===== config.mk =====
export PLATFORM = sky130hd
export DESIGN_NAME = node_output_unit
export DESIGN_NICKNAME = d
export VERILOG_FILES = /design/src/source/node_pkg.sv /design/src/source/lead_zero_count.sv /design/src/source/node_output_unit.sv /design/src/source/output_change_tracker.sv /design/src/source/output_map_ram.sv /design/src/source/output_pointer_table.sv
export SDC_FILE = /design/constraint.sdc
export NUM_CORES = 1
export LEC_CHECK = 0
export BUFFER_PORTS_ARGS = -buffer_cell sky130_fd_sc_hd__buf_2
export CAP_MARGIN = 20
export CORE_UTILIZATION = 50
export CTS_CLUSTER_DIAMETER = 200
export DETAILED_ROUTE_END_ITERATION = 16
export GPL_TIMING_DRIVEN = 0
export PLACE_DENSITY = 0.66
export SETUP_SLACK_MARGIN = 0.4
export SLEW_MARGIN = 10
export SYNTH_ARGS = -nofsm -noshare
export SYNTH_HDL_FRONTEND = slang
export SYNTH_SLANG_ARGS = --single-unit

===== constraint.sdc =====
create_clock -name clk_i -period 8.2 [get_ports clk_i]
set_clock_uncertainty 0.2 [all_clocks]
set_input_delay 1.64 -clock clk_i [delete_from_list [all_inputs] [get_ports clk_i]]
set_output_delay 1.64 -clock clk_i [all_outputs]
set_load 0.05 [all_outputs]

===== src/source/node_pkg.sv =====
// Node output unit shared widths, sizes and vector types
`default_nettype none

package node_pkg;

    // ==================================================
    // Core output vector
    // ==================================================

    // Outputs driven by the node core
    localparam int NUM_OUTPUTS  = 8;
    localparam int OUTPUT_IDX_W = $clog2(NUM_OUTPUTS);

    // ==================================================
    // Mapping store
    // ==================================================

    // Routing entries shared by all outputs
    localparam int STORE_DEPTH  = 32;
    localparam int STORE_ADDR_W = $clog2(STORE_DEPTH);

    // Mesh addressing of the target node
    localparam int ROW_W        = 4;
    localparam int COL_W        = 4;

    // Input index on the target node
    localparam int INPUT_IDX_W  = 3;

    // Entry layout from the top bit: loopback, row, column, input index, sequential
    localparam int STORE_DATA_W = 1 + ROW_W + COL_W + INPUT_IDX_W + 1;

    // ==================================================
    // Vector types
    // ==================================================

    // One bit per core output
    typedef logic [NUM_OUTPUTS-1:0]  output_vec_t;
    typedef logic [OUTPUT_IDX_W-1:0] output_idx_t;

    // Mapping store address and entry
    typedef logic [STORE_ADDR_W-1:0] store_addr_t;
    typedef logic [STORE_DATA_W-1:0] store_data_t;

    // Decoded entry fields
    typedef logic [ROW_W-1:0]        row_t;
    typedef logic [COL_W-1:0]        col_t;
    typedef logic [INPUT_IDX_W-1:0]  input_idx_t;

endpackage : node_pkg

`default_nettype wire


===== src/source/lead_zero_count.sv =====
// Priority encoder returning the position of the lowest set bit of a vector
`timescale 1ns/1ns
`default_nettype none

module lead_zero_count #(
    parameter  int WIDTH = 8,
    localparam int IDX_W = $clog2(WIDTH)
) (
    input  logic [WIDTH-1:0] vec_i,
    output logic [IDX_W-1:0] index_o,
    output logic             any_o
);

    // Index equals the count of zeros below the first set bit
    always_comb begin
        index_o = '0;
        // Walk down from the top, the lowest set bit is the last to win
        for (int i = WIDTH - 1; i >= 0; i--) begin
            if (vec_i[i]) begin
                index_o = IDX_W'(i);
            end
        end
    end

    // Any bit set at all
    assign any_o = |vec_i;

endmodule : lead_zero_count

`default_nettype wire


===== src/source/node_output_unit.sv =====
// Node output unit top level joining pointer table, mapping store and tracker
`timescale 1ns/1ns
`default_nettype none

module node_output_unit (
    input  logic                  clk_i,
    input  logic                  rst_n_i,
    // Pointer table configuration
    input  logic                  cfg_ptr_we_i,
    input  node_pkg::output_idx_t cfg_ptr_idx_i,
    input  node_pkg::store_addr_t cfg_ptr_base_i,
    input  node_pkg::store_addr_t cfg_ptr_final_i,
    input  logic                  cfg_ptr_actv_i,
    // Mapping store configuration
    input  logic                  cfg_map_we_i,
    input  node_pkg::store_addr_t cfg_map_addr_i,
    input  node_pkg::store_data_t cfg_map_data_i,
    // Core outputs and status
    input  node_pkg::output_vec_t core_outputs_i,
    output logic                  idle_o,
    // Outbound message
    output node_pkg::row_t        msg_row_o,
    output node_pkg::col_t        msg_col_o,
    output node_pkg::input_idx_t  msg_index_o,
    output logic                  msg_seq_o,
    output logic                  msg_state_o,
    output logic                  msg_valid_o,
    input  logic                  msg_ready_i,
    // Loopback
    output node_pkg::input_idx_t  loopback_index_o,
    output logic                  loopback_state_o,
    output logic                  loopback_valid_o
);

    // Table to tracker
    node_pkg::store_addr_t [node_pkg::NUM_OUTPUTS-1:0] ptr_base;
    node_pkg::store_addr_t [node_pkg::NUM_OUTPUTS-1:0] ptr_final;
    node_pkg::output_vec_t                             ptr_actv;
    // Tracker and store
    node_pkg::store_addr_t                             store_addr;
    logic                                              store_rd_en;
    node_pkg::store_data_t                             store_rd_data;

    output_pointer_table u_pointer_table (
        .clk_i           (clk_i),
        .rst_n_i         (rst_n_i),
        .cfg_ptr_we_i    (cfg_ptr_we_i),
        .cfg_ptr_idx_i   (cfg_ptr_idx_i),
        .cfg_ptr_base_i  (cfg_ptr_base_i),
        .cfg_ptr_final_i (cfg_ptr_final_i),
        .cfg_ptr_actv_i  (cfg_ptr_actv_i),
        .ptr_base_o      (ptr_base),
        .ptr_final_o     (ptr_final),
        .ptr_actv_o      (ptr_actv)
    );

    output_map_ram u_map_ram (
        .clk_i          (clk_i),
        .cfg_map_we_i   (cfg_map_we_i),
        .cfg_map_addr_i (cfg_map_addr_i),
        .cfg_map_data_i (cfg_map_data_i),
        .rd_en_i        (store_rd_en),
        .rd_addr_i      (store_addr),
        .rd_data_o      (store_rd_data)
    );

    output_change_tracker u_tracker (
        .clk_i            (clk_i),
        .rst_n_i          (rst_n_i),
        .idle_o           (idle_o),
        .core_outputs_i   (core_outputs_i),
        .ptr_base_i       (ptr_base),
        .ptr_final_i      (ptr_final),
        .ptr_actv_i       (ptr_actv),
        .store_addr_o     (store_addr),
        .store_rd_en_o    (store_rd_en),
        .store_rd_data_i  (store_rd_data),
        .msg_row_o        (msg_row_o),
        .msg_col_o        (msg_col_o),
        .msg_index_o      (msg_index_o),
        .msg_seq_o        (msg_seq_o),
        .msg_state_o      (msg_state_o),
        .msg_valid_o      (msg_valid_o),
        .msg_ready_i      (msg_ready_i),
        .loopback_index_o (loopback_index_o),
        .loopback_state_o (loopback_state_o),
        .loopback_valid_o (loopback_valid_o)
    );

endmodule : node_output_unit

`default_nettype wire


===== src/source/output_change_tracker.sv =====
// Tracks core output changes and emits one signal-state message per mapping entry
`timescale 1ns/1ns
`default_nettype none

module output_change_tracker (
    input  logic                                           clk_i,
    input  logic                                           rst_n_i,
    // Status
    output logic                                           idle_o,
    // From the core
    input  node_pkg::output_vec_t                          core_outputs_i,
    // Pointer table
    input  node_pkg::store_addr_t [node_pkg::NUM_OUTPUTS-1:0] ptr_base_i,
    input  node_pkg::store_addr_t [node_pkg::NUM_OUTPUTS-1:0] ptr_final_i,
    input  node_pkg::output_vec_t                          ptr_actv_i,
    // Mapping store
    output node_pkg::store_addr_t                          store_addr_o,
    output logic                                           store_rd_en_o,
    input  node_pkg::store_data_t                          store_rd_data_i,
    // Outbound message
    output node_pkg::row_t                                 msg_row_o,
    output node_pkg::col_t                                 msg_col_o,
    output node_pkg::input_idx_t                           msg_index_o,
    output logic                                           msg_seq_o,
    output logic                                           msg_state_o,
    output logic                                           msg_valid_o,
    input  logic                                           msg_ready_i,
    // Loopback to own inputs
    output node_pkg::input_idx_t                           loopback_index_o,
    output logic                                           loopback_state_o,
    output logic                                           loopback_valid_o
);

    // Change detection
    node_pkg::output_vec_t state_q;
    node_pkg::output_vec_t state_next;
    node_pkg::output_vec_t flip_mask;
    node_pkg::output_vec_t change_vec;
    node_pkg::output_idx_t pick_index;
    logic                  pick_any;
    // Detect register
    logic                  det_valid_q;
    node_pkg::output_idx_t det_index_q;
    logic                  det_value_q;
    logic                  det_load;
    logic                  det_actv;
    logic                  det_done;
    // Address walk
    logic                  walk_busy_q;
    node_pkg::store_addr_t walk_next_q;
    node_pkg::store_addr_t issue_addr;
    logic                  issue;
    logic                  issue_last;
    // Fetch address register
    logic                  fetch_valid_q;
    node_pkg::store_addr_t fetch_addr_q;
    logic                  fetch_value_q;
    // Delay line across the RAM read
    logic                  ram_valid_q;
    logic                  ram_value_q;
    // Fetched register
    logic                  fe_valid_q;
    logic                  fe_value_q;
    node_pkg::store_data_t fe_data_q;
    logic                  fe_lb;
    node_pkg::row_t        fe_row;
    node_pkg::col_t        fe_col;
    node_pkg::input_idx_t  fe_idx;
    logic                  fe_seq;
    // Back-pressure
    logic                  stall;
    logic                  adv;

    // ==================================================
    // Change detection
    // ==================================================

    // Held message not taken, freeze everything
    assign stall = msg_valid_o && !msg_ready_i;
    assign adv   = !stall;

    // Flip the recorded bit once the held output is finished
    assign flip_mask  = det_done ? (node_pkg::output_vec_t'(1) << det_index_q) : '0;
    assign state_next = state_q ^ flip_mask;

    // Compare against the next state so a finished output is not picked again
    assign change_vec = core_outputs_i ^ state_next;

    lead_zero_count #(
        .WIDTH   (node_pkg::NUM_OUTPUTS)
    ) u_change_pick (
        .vec_i   (change_vec),
        .index_o (pick_index),
        .any_o   (pick_any)
    );

    // Refill when empty or when the held output completes
    assign det_load = !det_valid_q || det_done;

    // ==================================================
    // Fetch address walk
    // ==================================================

    assign det_actv   = det_valid_q && ptr_actv_i[det_index_q];
    // First entry from the base pointer, then count up
    assign issue_addr = walk_busy_q ? walk_next_q : ptr_base_i[det_index_q];
    assign issue      = adv && det_actv;
    assign issue_last = issue && (issue_addr == ptr_final_i[det_index_q]);

    // Unmapped output needs no fetch and retires at once
    assign det_done = det_valid_q && (!ptr_actv_i[det_index_q] || issue_last);

    // RAM read only moves when the pipe moves
    assign store_addr_o  = fetch_addr_q;
    assign store_rd_en_o = fetch_valid_q && adv;

    // ==================================================
    // Entry decode and outputs
    // ==================================================

    assign {fe_lb, fe_row, fe_col, fe_idx, fe_seq} = fe_data_q;

    // Loopback shares the message register
    assign loopback_index_o = msg_index_o;
    assign loopback_state_o = msg_state_o;

    // Nothing pending, nothing in flight
    assign idle_o = !(pick_any || det_valid_q || fetch_valid_q || ram_valid_q
                      || fe_valid_q || msg_valid_o);

    // Control state
    always_ff @(posedge clk_i or negedge rst_n_i) begin
        if (!rst_n_i) begin
            state_q          <= '0;
            det_valid_q      <= 1'b0;
            walk_busy_q      <= 1'b0;
            fetch_valid_q    <= 1'b0;
            ram_valid_q      <= 1'b0;
            fe_valid_q       <= 1'b0;
            msg_valid_o      <= 1'b0;
            loopback_valid_o <= 1'b0;
        end else begin
            state_q <= state_next;
            if (det_load) begin
                det_valid_q <= pick_any;
            end
            if (issue) begin
                walk_busy_q <= !issue_last;
            end
            // Valid bits shift together, hold on stall
            if (adv) begin
                fetch_valid_q    <= issue;
                ram_valid_q      <= fetch_valid_q;
                fe_valid_q       <= ram_valid_q;
                msg_valid_o      <= fe_valid_q;
                loopback_valid_o <= fe_valid_q && fe_lb;
            end else begin
                // One pulse per entry, not repeated while stalled
                loopback_valid_o <= 1'b0;
            end
        end
    end

    // Payload, qualified by the valid bits above
    always_ff @(posedge clk_i) begin
        if (det_load) begin
            det_index_q <= pick_index;
            det_value_q <= core_outputs_i[pick_index];
        end
        if (issue) begin
            walk_next_q   <= issue_addr + 1'b1;
            fetch_addr_q  <= issue_addr;
            fetch_value_q <= det_value_q;
        end
        if (adv) begin
            ram_value_q <= fetch_value_q;
            fe_value_q  <= ram_value_q;
            fe_data_q   <= store_rd_data_i;
        end
        // New message only when the old one has gone
        if (adv && fe_valid_q) begin
            msg_row_o   <= fe_row;
            msg_col_o   <= fe_col;
            msg_index_o <= fe_idx;
            msg_seq_o   <= fe_seq;
            msg_state_o <= fe_value_q;
        end
    end

endmodule : output_change_tracker

`default_nettype wire


===== src/source/output_map_ram.sv =====
// Mapping store RAM with a config write port and a registered read port
`timescale 1ns/1ns
`default_nettype none

module output_map_ram (
    input  logic                  clk_i,
    // Configuration write
    input  logic                  cfg_map_we_i,
    input  node_pkg::store_addr_t cfg_map_addr_i,
    input  node_pkg::store_data_t cfg_map_data_i,
    // Read port from the tracker
    input  logic                  rd_en_i,
    input  node_pkg::store_addr_t rd_addr_i,
    output node_pkg::store_data_t rd_data_o
);

    // Routing entries
    node_pkg::store_data_t mem [node_pkg::STORE_DEPTH];

    // Config write, only while the tracker is idle
    always_ff @(posedge clk_i) begin
        if (cfg_map_we_i) begin
            mem[cfg_map_addr_i] <= cfg_map_data_i;
        end
    end

    // Data one cycle after the enable
    // Holds the last entry while the read is off, so a stalled fetch stays put
    always_ff @(posedge clk_i) begin
        if (rd_en_i) begin
            rd_data_o <= mem[rd_addr_i];
        end
    end

endmodule : output_map_ram

`default_nettype wire


===== src/source/output_pointer_table.sv =====
// Per-output base, final and active pointer registers written over a config port
`timescale 1ns/1ns
`default_nettype none

module output_pointer_table (
    input  logic                                           clk_i,
    input  logic                                           rst_n_i,
    // Configuration write
    input  logic                                           cfg_ptr_we_i,
    input  node_pkg::output_idx_t                          cfg_ptr_idx_i,
    input  node_pkg::store_addr_t                          cfg_ptr_base_i,
    input  node_pkg::store_addr_t                          cfg_ptr_final_i,
    input  logic                                           cfg_ptr_actv_i,
    // Pointers for every output, flattened
    output node_pkg::store_addr_t [node_pkg::NUM_OUTPUTS-1:0] ptr_base_o,
    output node_pkg::store_addr_t [node_pkg::NUM_OUTPUTS-1:0] ptr_final_o,
    output node_pkg::output_vec_t                          ptr_actv_o
);

    // ==================================================
    // Active flags
    // ==================================================

    // All outputs start unmapped
    always_ff @(posedge clk_i or negedge rst_n_i) begin
        if (!rst_n_i) begin
            ptr_actv_o <= '0;
        end else if (cfg_ptr_we_i) begin
            ptr_actv_o[cfg_ptr_idx_i] <= cfg_ptr_actv_i;
        end
    end

    // ==================================================
    // Address range
    // ==================================================

    // First and last mapping entry of each output
    // Only looked at when the matching active flag is set
    always_ff @(posedge clk_i) begin
        if (cfg_ptr_we_i) begin
            ptr_base_o[cfg_ptr_idx_i]  <= cfg_ptr_base_i;
            ptr_final_o[cfg_ptr_idx_i] <= cfg_ptr_final_i;
        end
    end

endmodule : output_pointer_table

`default_nettype wire

* Word level (Yosys, flattened, before mapping)
Memories as Yosys holds them, arrays and structs flattened. A register that Yosys moved wholly into a read port is not among the register bits.
Cells that the tools add are included.
** Word-level totals
- Output and inout bits :: 20
- Logic and storage cells :: 99
- RAM bits :: 416
- Memories :: 1
- Input bits :: 45
- Flip-flop bits (word level) :: 146
** Cells by class
- Bitwise gates (word level) :: 2
- Reduce and logical (&&, ||, !) cells :: 23
- Mux-type cells :: 28
- Shifts and indexed selects :: 1
- Add/sub/neg operators :: 1
- Order comparisons :: 4
- Equal/unequal tests :: 1
** Memories
- u_map_ram.mem :: depth 32, width 13, rd ports 1, clocked after memory_dff 1, wr ports 1, RTL line output_map_ram.sv:18 : node_pkg::store_data_t mem [node_pkg::STORE_DEPTH];
** Operators with widths (number)
- $bwmux 40 :: 2
- $bmux 5 s3 :: 2
- $mux 3 :: 8
- $mux 5 :: 4
- $xor 8x8->8 :: 2
- $demux 5 s3 :: 1
- $lt 3x4->1 const B :: 3
- $logic_and 1x1->1 :: 9
- $bwmux 8 :: 1
- $mux 8 :: 1
- $reduce_or 8->1 :: 1
- $shl 1x3->8 const A :: 1
- $logic_or 1x1->1 :: 7
- $bmux 1 s3 :: 2
- $logic_not 1->1 :: 6
- $mux 1 :: 6
- $add 5x1->5 const B :: 1
- $eq 5x5->1 :: 1
- $demux 1 s3 :: 1
- $ge 3x1->1 const B :: 1

* Logic depth before layout (Yosys ltp)
Gate-level depths: netlist of the first run.
- Depth in word-level cells :: 20
- Depth in mapped cells :: 16
- Depth with buffers taken out :: 12

* Cells and area by module
From an unflattened synthesis of the first run, not the netlist that was laid out.
** Unflattened totals
- Cells, all modules :: 1263
- Area, all modules :: 22923.2 sq um
** By module, submodules not included
- output_map_ram :: seq. area each 12882.4 sq um, cells each 936, times used 1, area an instance 16858.7 sq um
- output_change_tracker :: seq. area each 1666.6 sq um, cells each 206, times used 1, area an instance 3190.6 sq um
- output_pointer_table :: seq. area each 2602.5 sq um, cells each 108, times used 1, area an instance 2792.7 sq um
- lead_zero_count :: seq. area each 0.0 sq um, cells each 13, times used 1, area an instance 81.3 sq um

* Least setup slack after synthesis of the first run
OpenSTA, ideal clock, no wires.
- Kind :: input to output
- Start point :: input port msg_ready_i
- End point :: output port idle_o
- Data arrival time :: 5.040 ns
- Data required time :: 6.360 ns
- Slack :: 1.320 ns
- Stages on the path :: 11
- Path buffers :: 2
- Path through :: nand2b_1 > clkbuf_1 > nand2_1 > nor2_1 > and3_1 > buf_2 > a21oi_4 > or4_4 > a21oi_2 > nand3_1 > and4bb_2
** Between the ends
- Longest elaborated chain between the ends :: 17
** Ends and longest elaborated chain
- start: declaration :: RTL line node_output_unit.sv:28 : input logic msg_ready_i,
- $logic_not 1->1 :: RTL line output_change_tracker.sv:79 : assign stall = msg_valid_o && !msg_ready_i;
- $logic_and 1x1->1 :: RTL line output_change_tracker.sv:79
- $logic_not 1->1 :: RTL line output_change_tracker.sv:80 : assign adv = !stall;
- $logic_and 1x1->1 :: RTL line output_change_tracker.sv:107 : assign issue = adv && det_actv;
- named net u_tracker.issue :: RTL line output_change_tracker.sv:52 : logic issue;
- $logic_and 1x1->1 :: RTL line output_change_tracker.sv:108 : assign issue_last = issue && (issue_addr == ptr_final_i[det_index_q]);
- $logic_or 1x1->1 :: RTL line output_change_tracker.sv:111 : assign det_done = det_valid_q && (!ptr_actv_i[det_index_q] || issue_last);
- $logic_and 1x1->1 :: RTL line output_change_tracker.sv:111
- $mux 8 :: RTL line output_change_tracker.sv:83 : assign flip_mask = det_done ? (node_pkg::output_vec_t'(1) << det_index_q) : '0;
- $xor 8x8->8 :: RTL line output_change_tracker.sv:84 : assign state_next = state_q ^ flip_mask;
- $xor 8x8->8 :: RTL line output_change_tracker.sv:87 : assign change_vec = core_outputs_i ^ state_next;
- $reduce_or 8->1 :: RTL line lead_zero_count.sv:26 : assign any_o = |vec_i;
- $logic_or 1x1->1 (3 in series) :: RTL line output_change_tracker.sv:128 : assign idle_o = !(pick_any || det_valid_q || fetch_valid_q || ram_valid_q
- $logic_or 1x1->1 (2 in series) :: RTL line output_change_tracker.sv:129 : || fe_valid_q || msg_valid_o);
- $logic_not 1->1 :: RTL line output_change_tracker.sv:128
- end: declaration :: RTL line node_output_unit.sv:20 : output logic idle_o,
The timed path passes the listed nets, and every way through them passes these cells.

* Worst setup path in the final report of the first run
Same ends and word-level chain as after synthesis.

==> results of run 1 <==
==> power by group <==
part / internal, mW / total, mW / switching (mW)
logic: 1.20 / 2.80 / 1.59
clock network: 1.32 / 2.38 / 1.06
registers: 3.55 / 3.66 / 0.105
total: 6.07 / 8.83 / 2.76
==> metrics by stage <==
stage	util [%]	worst slack, ns	total power [mW]	hold WS, ns	instance area [um^2]
floorplan	-	1.32	5.66	0.200	22900
global placement	52.9	0.369	6.47	0.203	23900
detailed placement	53.7	0.369	6.50	0.205	24300
CTS	57.3	0.607	8.89	0.219	26000
global route	57.4	0.615	9.19	0.229	26000
finish	57.4	0.927	8.83	0.217	26000
==> final timing paths <==
path	depth (start not counted)	endpoint	startpoint
hold reg to reg	0	u_tracker.msg_col_o[3]	u_tracker.fe_data_q[7]
hold / removal	0	u_tracker.msg_col_o[3]	u_tracker.fe_data_q[7]
setup reg to reg	13	u_tracker.det_value_q	u_tracker.det_index_q[2]
min in group asynchronous	1	u_pointer_table.ptr_actv_o[0]	rst_n_i
setup / recovery	14	idle_o	msg_ready_i
max in group asynchronous	1	u_tracker.loopback_valid_o	rst_n_i
==> cells by family after synthesis <==
logic type,synth area share [%]
adder cells (fa/ha/maj),0.0547
AO/OA/AOI/OAI,2.58
buffers and inverters,1.42
AND/OR/NAND/NOR,4.29
flip-flops,75.0
multiplexers,16.0
XOR/XNOR,0.733
==> layer usage <==
metal / share of wire, % / global-route usage (%) / vias up / wire [um]
met5: 0 / 0 / - / 0
met4: 2.4 / 6.85 / 0 / 1160
met3: 7.1 / 4.10 / 72 / 3400
met2: 48 / 34.0 / 407 / 23300
met1: 42 / 29.3 / 5854 / 20400
li1: - / - / 4864 / -
==> cells in the final DEF, fill, tap and decap left out, types with 7 or more instances in the layout <==
master / count
inv_1: 8
edfxtp_1: 552
nand3_1: 10
nand3b_1: 9
nor2_1: 38
buf_6: 22
buf_4: 18
mux2_2: 31
clkbuf_16: 55
nand2b_1: 13
dfrtp_1: 23
clkinv_2: 14
nor3_1: 11
clkinv_1: 14
o22ai_1: 10
buf_2: 66
nand2_1: 26
xor2_1: 9
mux2i_1: 11
nor2b_1: 7
nor2_2: 13
nor4_1: 12
mux4_2: 136
buf_1: 18
clkbuf_1: 31
==> state kept, by name, indices dropped and copies added (netlist names), 8 cells and up <==
register / count
u_pointer_table.ptr_final_o: 40
u_map_ram.rd_data_o: 13
u_pointer_table.ptr_base_o: 40
u_tracker.state_q: 8
u_map_ram.mem: 416
u_tracker.fe_data_q: 13
u_pointer_table.ptr_actv_o: 8
==> worst max-delay path: stages <==
cell and delay (ns):
buf_2 0.07, nand2b_1 0.08, clkbuf_1 0.46, buf_6 0.24, nand2_1 0.09, nor2_2 0.54, and3_1 0.25, buf_2 0.22
a21oi_4 0.14, or4_4 0.58, a21oi_2 0.29, nand3_1 0.19, and4bb_2 0.34, buf_2 0.26
==> layout make-up <==
| type | count | area [um^2] |
|---|---|---|
| flip-flops and latches | 575 | 17200 |
| clock buffers | 64 | 1410 |
| plain buffers | 56 | 295 |
| well taps | 600 | 751 |
| clock inverters | 35 | 256 |
| multi-input cells | 453 | 5440 |
| repair buffers | 95 | 653 |
| fillers | 3348 | 19300 |
| inverters | 8 | 30.0 |
==> repair_timing <==
item	in CTS	in global routing
setup endpoints to repair	1	0
endpoints found under the hold margin	0	0
buffers inserted	0	0
hold buffers	0	0
resized for setup	1	0
==> key figures, run 1 <==
Place
  • HPWL Detailed: 32.3 mm
  • Placed cells: 1,785
  • GPL Wtd Cong: 0.807
  • Port-buffer cells: 63

Finish
  • Layout cells sized above 1: 30.6%
  • P&R area growth vs syn: 13.6%
  • Antenna fix cells: 0
  • Net count, final: 1,290
  • Final Non-Filler Cells: 1,886

Routing
  • Total number of vias: about 11,000
  • Detailed Routing Iterations Pass 1: 11
  • Antenna-violating nets left: 0
  • Drt total wl: a little under 50 mm
  • DR iter-0 viols: 1,244
  • WL/cell: 25.6 um
  • Vias per inst: 5.94
  • DRC viols: 2

Synth
  • Syn_nets: 1,138
  • Syn_area_per_cell: 21.0 um^2
  • Distinct cells, synth: approximately 70
  • Seq/Total Area, Yosys: roughly three quarters
  • Area share of the largest cell type after synthesis: between 70% and 80%
  • Cells after Synth: 1,092
  • Most area-hungry cell type in the Yosys netlist: edfxtp_1
  • Synth Register Bits: 575
  • Asr flop ratio synth: 4.00%
  • Synth top cells by count: edfxtp_1, mux4_2, nor2_1, mux2_2, nand2_1
  • Top-count cell post-synth: edfxtp_1
  • Top_reg_cell synth: edfxtp_1
  • Ys Warns: 0
  • Synthesized area: around 23,000 um^2
  • Post-synth EDFFs: between 500 and 600
  • Top cells by area, synth: edfxtp_1, mux4_2, dfrtp_1

Floorplan
  • Rows: 78
  • Die width: 216 um
  • Placeable Area: ~45,000 um^2
  • Die height: about 220 um
  • # IOs: 65
  • Die area: 46,600 um^2
  • Initial core utilization: 50.5%

Worst setup path
  • CP Max Fanout: 14
  • Flop-to-flop setup slack: 3.62 ns
  • Critical path startpoint category: input pin
  • Crit. End Element: primary output
  • Type of the worst setup path: in2out
  • WP data required: between 6 and 7 ns
  • Critical path data arrival time: 5.43 ns

Global route
  • Total track usage: 21.1%
  • Initial antenna violation count: 1
  • Remaining global-route overflow: 0
  • Pin count of the biggest net entering global routing: 33
  • First-pass GRT wire length: 71.6 mm
  • Number of global-route vias before repair: 11,100

Timing
  • Pins Over Slew Limit: 0
  • Slew HR: approximately 34%
  • Fin. Hold Viols: 0
  • Setup violators final: 0
  • Period utilization: 88.7%
  • Final Critical Period: 7.27 ns
  • Max frequency: 137 MHz
  • Sum Neg Setup Slack: 0 ns
  • Unrepaired setup endpoints after global routing: false
  • Worst Tran Pin Value: 0.986 ns

Outcome
  • Failing checks: DRC
  • Outcome: finished, violations left

Clock network
  • # H-tree levels: 2
  • Clock sink total: 575
  • CTS tree: done
  • Clk buf depth: 3
  • Root Driver: clkbuf_16
  • Reg clk slew, reported paths: 0.06 ns
  • Num CTS Buffers: 55
  • Clk Latency, worst-skew pair: 0.61 ns

Min path
  • HP Class: reg2reg

Power and ir drop
  • P_leak: 8.43 nW
  • PwrDens: 340 nW/um^2
  • Max VDD drop: about 0.00021 V

Job
  • Max_cap viols: 0
Power figures use the tool's default switching activity.
==> inputs of run 2 (changes only) <==
--- a/config.mk
+++ b/config.mk
@@ -7,11 +7,10 @@
 export LEC_CHECK = 0
 export BUFFER_PORTS_ARGS = -buffer_cell sky130_fd_sc_hd__buf_2
 export CAP_MARGIN = 20
-export CORE_UTILIZATION = 50
+export CORE_UTILIZATION = 45
 export CTS_CLUSTER_DIAMETER = 200
 export DETAILED_ROUTE_END_ITERATION = 16
 export GPL_TIMING_DRIVEN = 0
-export PLACE_DENSITY = 0.66
 export SETUP_SLACK_MARGIN = 0.4
 export SLEW_MARGIN = 10
 export SYNTH_ARGS = -nofsm -noshare
==> key figures, run 2 (same netlist as run 1, synthesis figures left out) <==
Floorplan
  • # IOs: 65
  • Rows: 82
  • Die width: 227 um
  • Die area: 51,700 um^2
  • Initial core utilization: 45.6%
  • Placeable Area: 50,200 um^2
  • Die height: 227 um

Finish
  • Layout cells sized above 1: 30.8%
  • Max FFs per register: 416
  • Net count, final: 1,293
  • Most frequent cells in the layout: edfxtp_1, mux4_2, buf_2
  • Largest Register: u_map_ram.mem
  • Regs by FF count: u_map_ram.mem: 416 flops, u_pointer_table.ptr_base_o: 40 flops, u_pointer_table.ptr_final_o: 40 flops
  • P&R area growth vs syn: 14.4%
  • Layout fillers: 3,948
  • Commonest non-fill, non-tap cell in the layout: edfxtp_1
  • Antenna fix cells: 0

Routing
  • Drt total wl: ~50 mm
  • WL/cell: 25.3 um
  • DRC viols: 0
  • Vias per inst: 5.66
  • Antenna-violating nets left: 0
  • Detailed Routing Iterations Pass 1: 5
  • Total number of vias: 11,100
  • DR iter-0 viols: 1,169

Global route
  • First-pass GRT wire length: 72.1 mm
  • Remaining global-route overflow: 0
  • Total track usage: about a fifth
  • Initial antenna violation count: 2
  • Number of global-route vias before repair: 11,100
  • Pin count of the biggest net entering global routing: 33

Worst setup path
  • Cells on worst reg2reg path: 13
  • WP data required: 6.36 ns
  • Flop-to-flop setup slack: about 3.6 ns
  • Crit path buf inv count: 4
  • Cells along the critical path: buf_2 > nand2b_1 > clkbuf_1 > nand2_1 > nor2_2 > and3_1 > buf_2 > a21oi_4 > or4_4 > a21oi_2 > nand3_1 > and4bb_2 > buf_2
  • R2R Path Start: u_tracker.det_index_q[2]
  • Slowest cell on the critical path: or4_4
  • Top delay family on crit path: simple AND/OR/NAND/NOR gates
  • Critical path data arrival time: roughly 5.2 ns
  • CP Max Fanout: 14
  • Reg-to-Reg End: u_tracker.det_value_q
  • Max incr delay on CP: 0.58 ns
  • Type of the worst setup path: in2out
  • Most used cell, CP: buf_2
  • Critical path startpoint category: input pin
  • Crit. End Element: primary output

Clock network
  • Num CTS Buffers: 58
  • CTS tree: done
  • CTS Hold Buffers Added: 0
  • Clk buf depth: 3
  • Root Driver: clkbuf_16
  • Reg clk slew, reported paths: 0.06 ns
  • # H-tree levels: 2
  • Clk Latency, worst-skew pair: slightly above 0.6 ns
  • Clock sink total: 575

Place
  • GPL Wtd Cong: between 0.8 and 0.9
  • Port-buffer cells: 63
  • Dpl ws: 0.307 ns
  • HPWL Detailed: 33.2 mm

Timing
  • Worst Tran Pin Value: 0.974 ns
  • Slew HR: 35.1%
  • Sum Neg Setup Slack: 0 ns
  • PnR worst setup slack: 1.12 ns
  • Setup violators final: 0
  • Unrepaired setup endpoints after global routing: false
  • Final Critical Period: 7.08 ns
  • Max frequency: 141 MHz
  • Pins Over Slew Limit: 0
  • Fin. Hold Viols: 0
  • Period utilization: 86.3%

Min path
  • Hold Crit Depth: 0
  • HP Class: reg2reg
  • Hold_sp: u_tracker.fe_data_q[8]
  • Hold Path Sink: u_tracker.msg_row_o[0]

Outcome
  • Outcome: complete, no violations

Power and ir drop
  • P_leak: 8.45 nW
  • PwrDens: 340 nW/um^2
  • Tot Pwr: 8.90 mW
  • Max VDD drop: between 0.00015 and 0.0002 V

Job
  • Max_cap viols: 0
run 2: cell types whose count changed in the layout (fill, tap and decap cells not counted), sizes merged:
cell | before | now
clkinvlp | 2 | 0
clkbuf | 86 | 94
inv | 10 | 11
bufinv | 3 | 2
clkinv | 28 | 18
run 2: what timing repair did:
action	4_1_cts	5_1_grt
gates resized for setup	1	0
setup buffers	0	0
endpoints found under the setup margin	1	0
run 2: worst max-delay path by stage:
stage | start | endpoint | slack, ns | cells past startpoint
finish | msg_ready_i | idle_o | 1.12 | 13
global route | msg_ready_i | idle_o | 0.87 | 13
CTS | msg_ready_i | idle_o | 0.60 | 13
detailed placement | msg_ready_i | idle_o | 0.31 | 13
global placement | msg_ready_i | idle_o | 0.37 | 13
floorplan | msg_ready_i | idle_o | 1.32 | 11
run 2: layout make-up:
type / instances / area, um^2 / share of cell area [%]
plain buffers: 56 / 295 / 1.13
clock buffers: 72 / 1530 / 5.83
clock inverters: 23 / 176 / 0.674
inverters: 8 / 30.0 / 0.115
multi-input cells: 453 / 5460 / 20.9
flip-flops and latches: 575 / 17200 / 65.5
well taps: 672 / 841 / 3.21
repair buffers: 95 / 687 / 2.63
run 2: layer usage:
layer | global-route usage [%] | up-vias | wire length (um)
met2 | 31.0 | 306 | 23500
met5 | 0 | - | 0
met3 | 4.70 | 65 | 3190
met1 | 27.3 | 5836 | 21700
li1 | - | 4860 | -
met4 | 5.13 | 0 | 914
run 2: power breakdown:
part / switching [mW] / internal, mW / total (mW) / leakage (nW)
combinational: 1.60 / 1.21 / 2.81 / 2.33
sequential: 0.102 / 3.55 / 3.65 / 5.29
clock: 1.07 / 1.37 / 2.44 / 0.832
run 2: metrics by stage:
stage          cell area [um^2]  cells  util [%]  hold slack [ns]
2_1_floorplan             22900   1092         -            0.200
3_3_place_gp              24000   1827      47.9            0.205
3_5_place_dp              24400   1856      48.7            0.205
4_1_cts                   26100   1951      52.1            0.219
5_1_grt                   26200   1954      52.2            0.220
6_report                  26200   1954      52.2            0.216
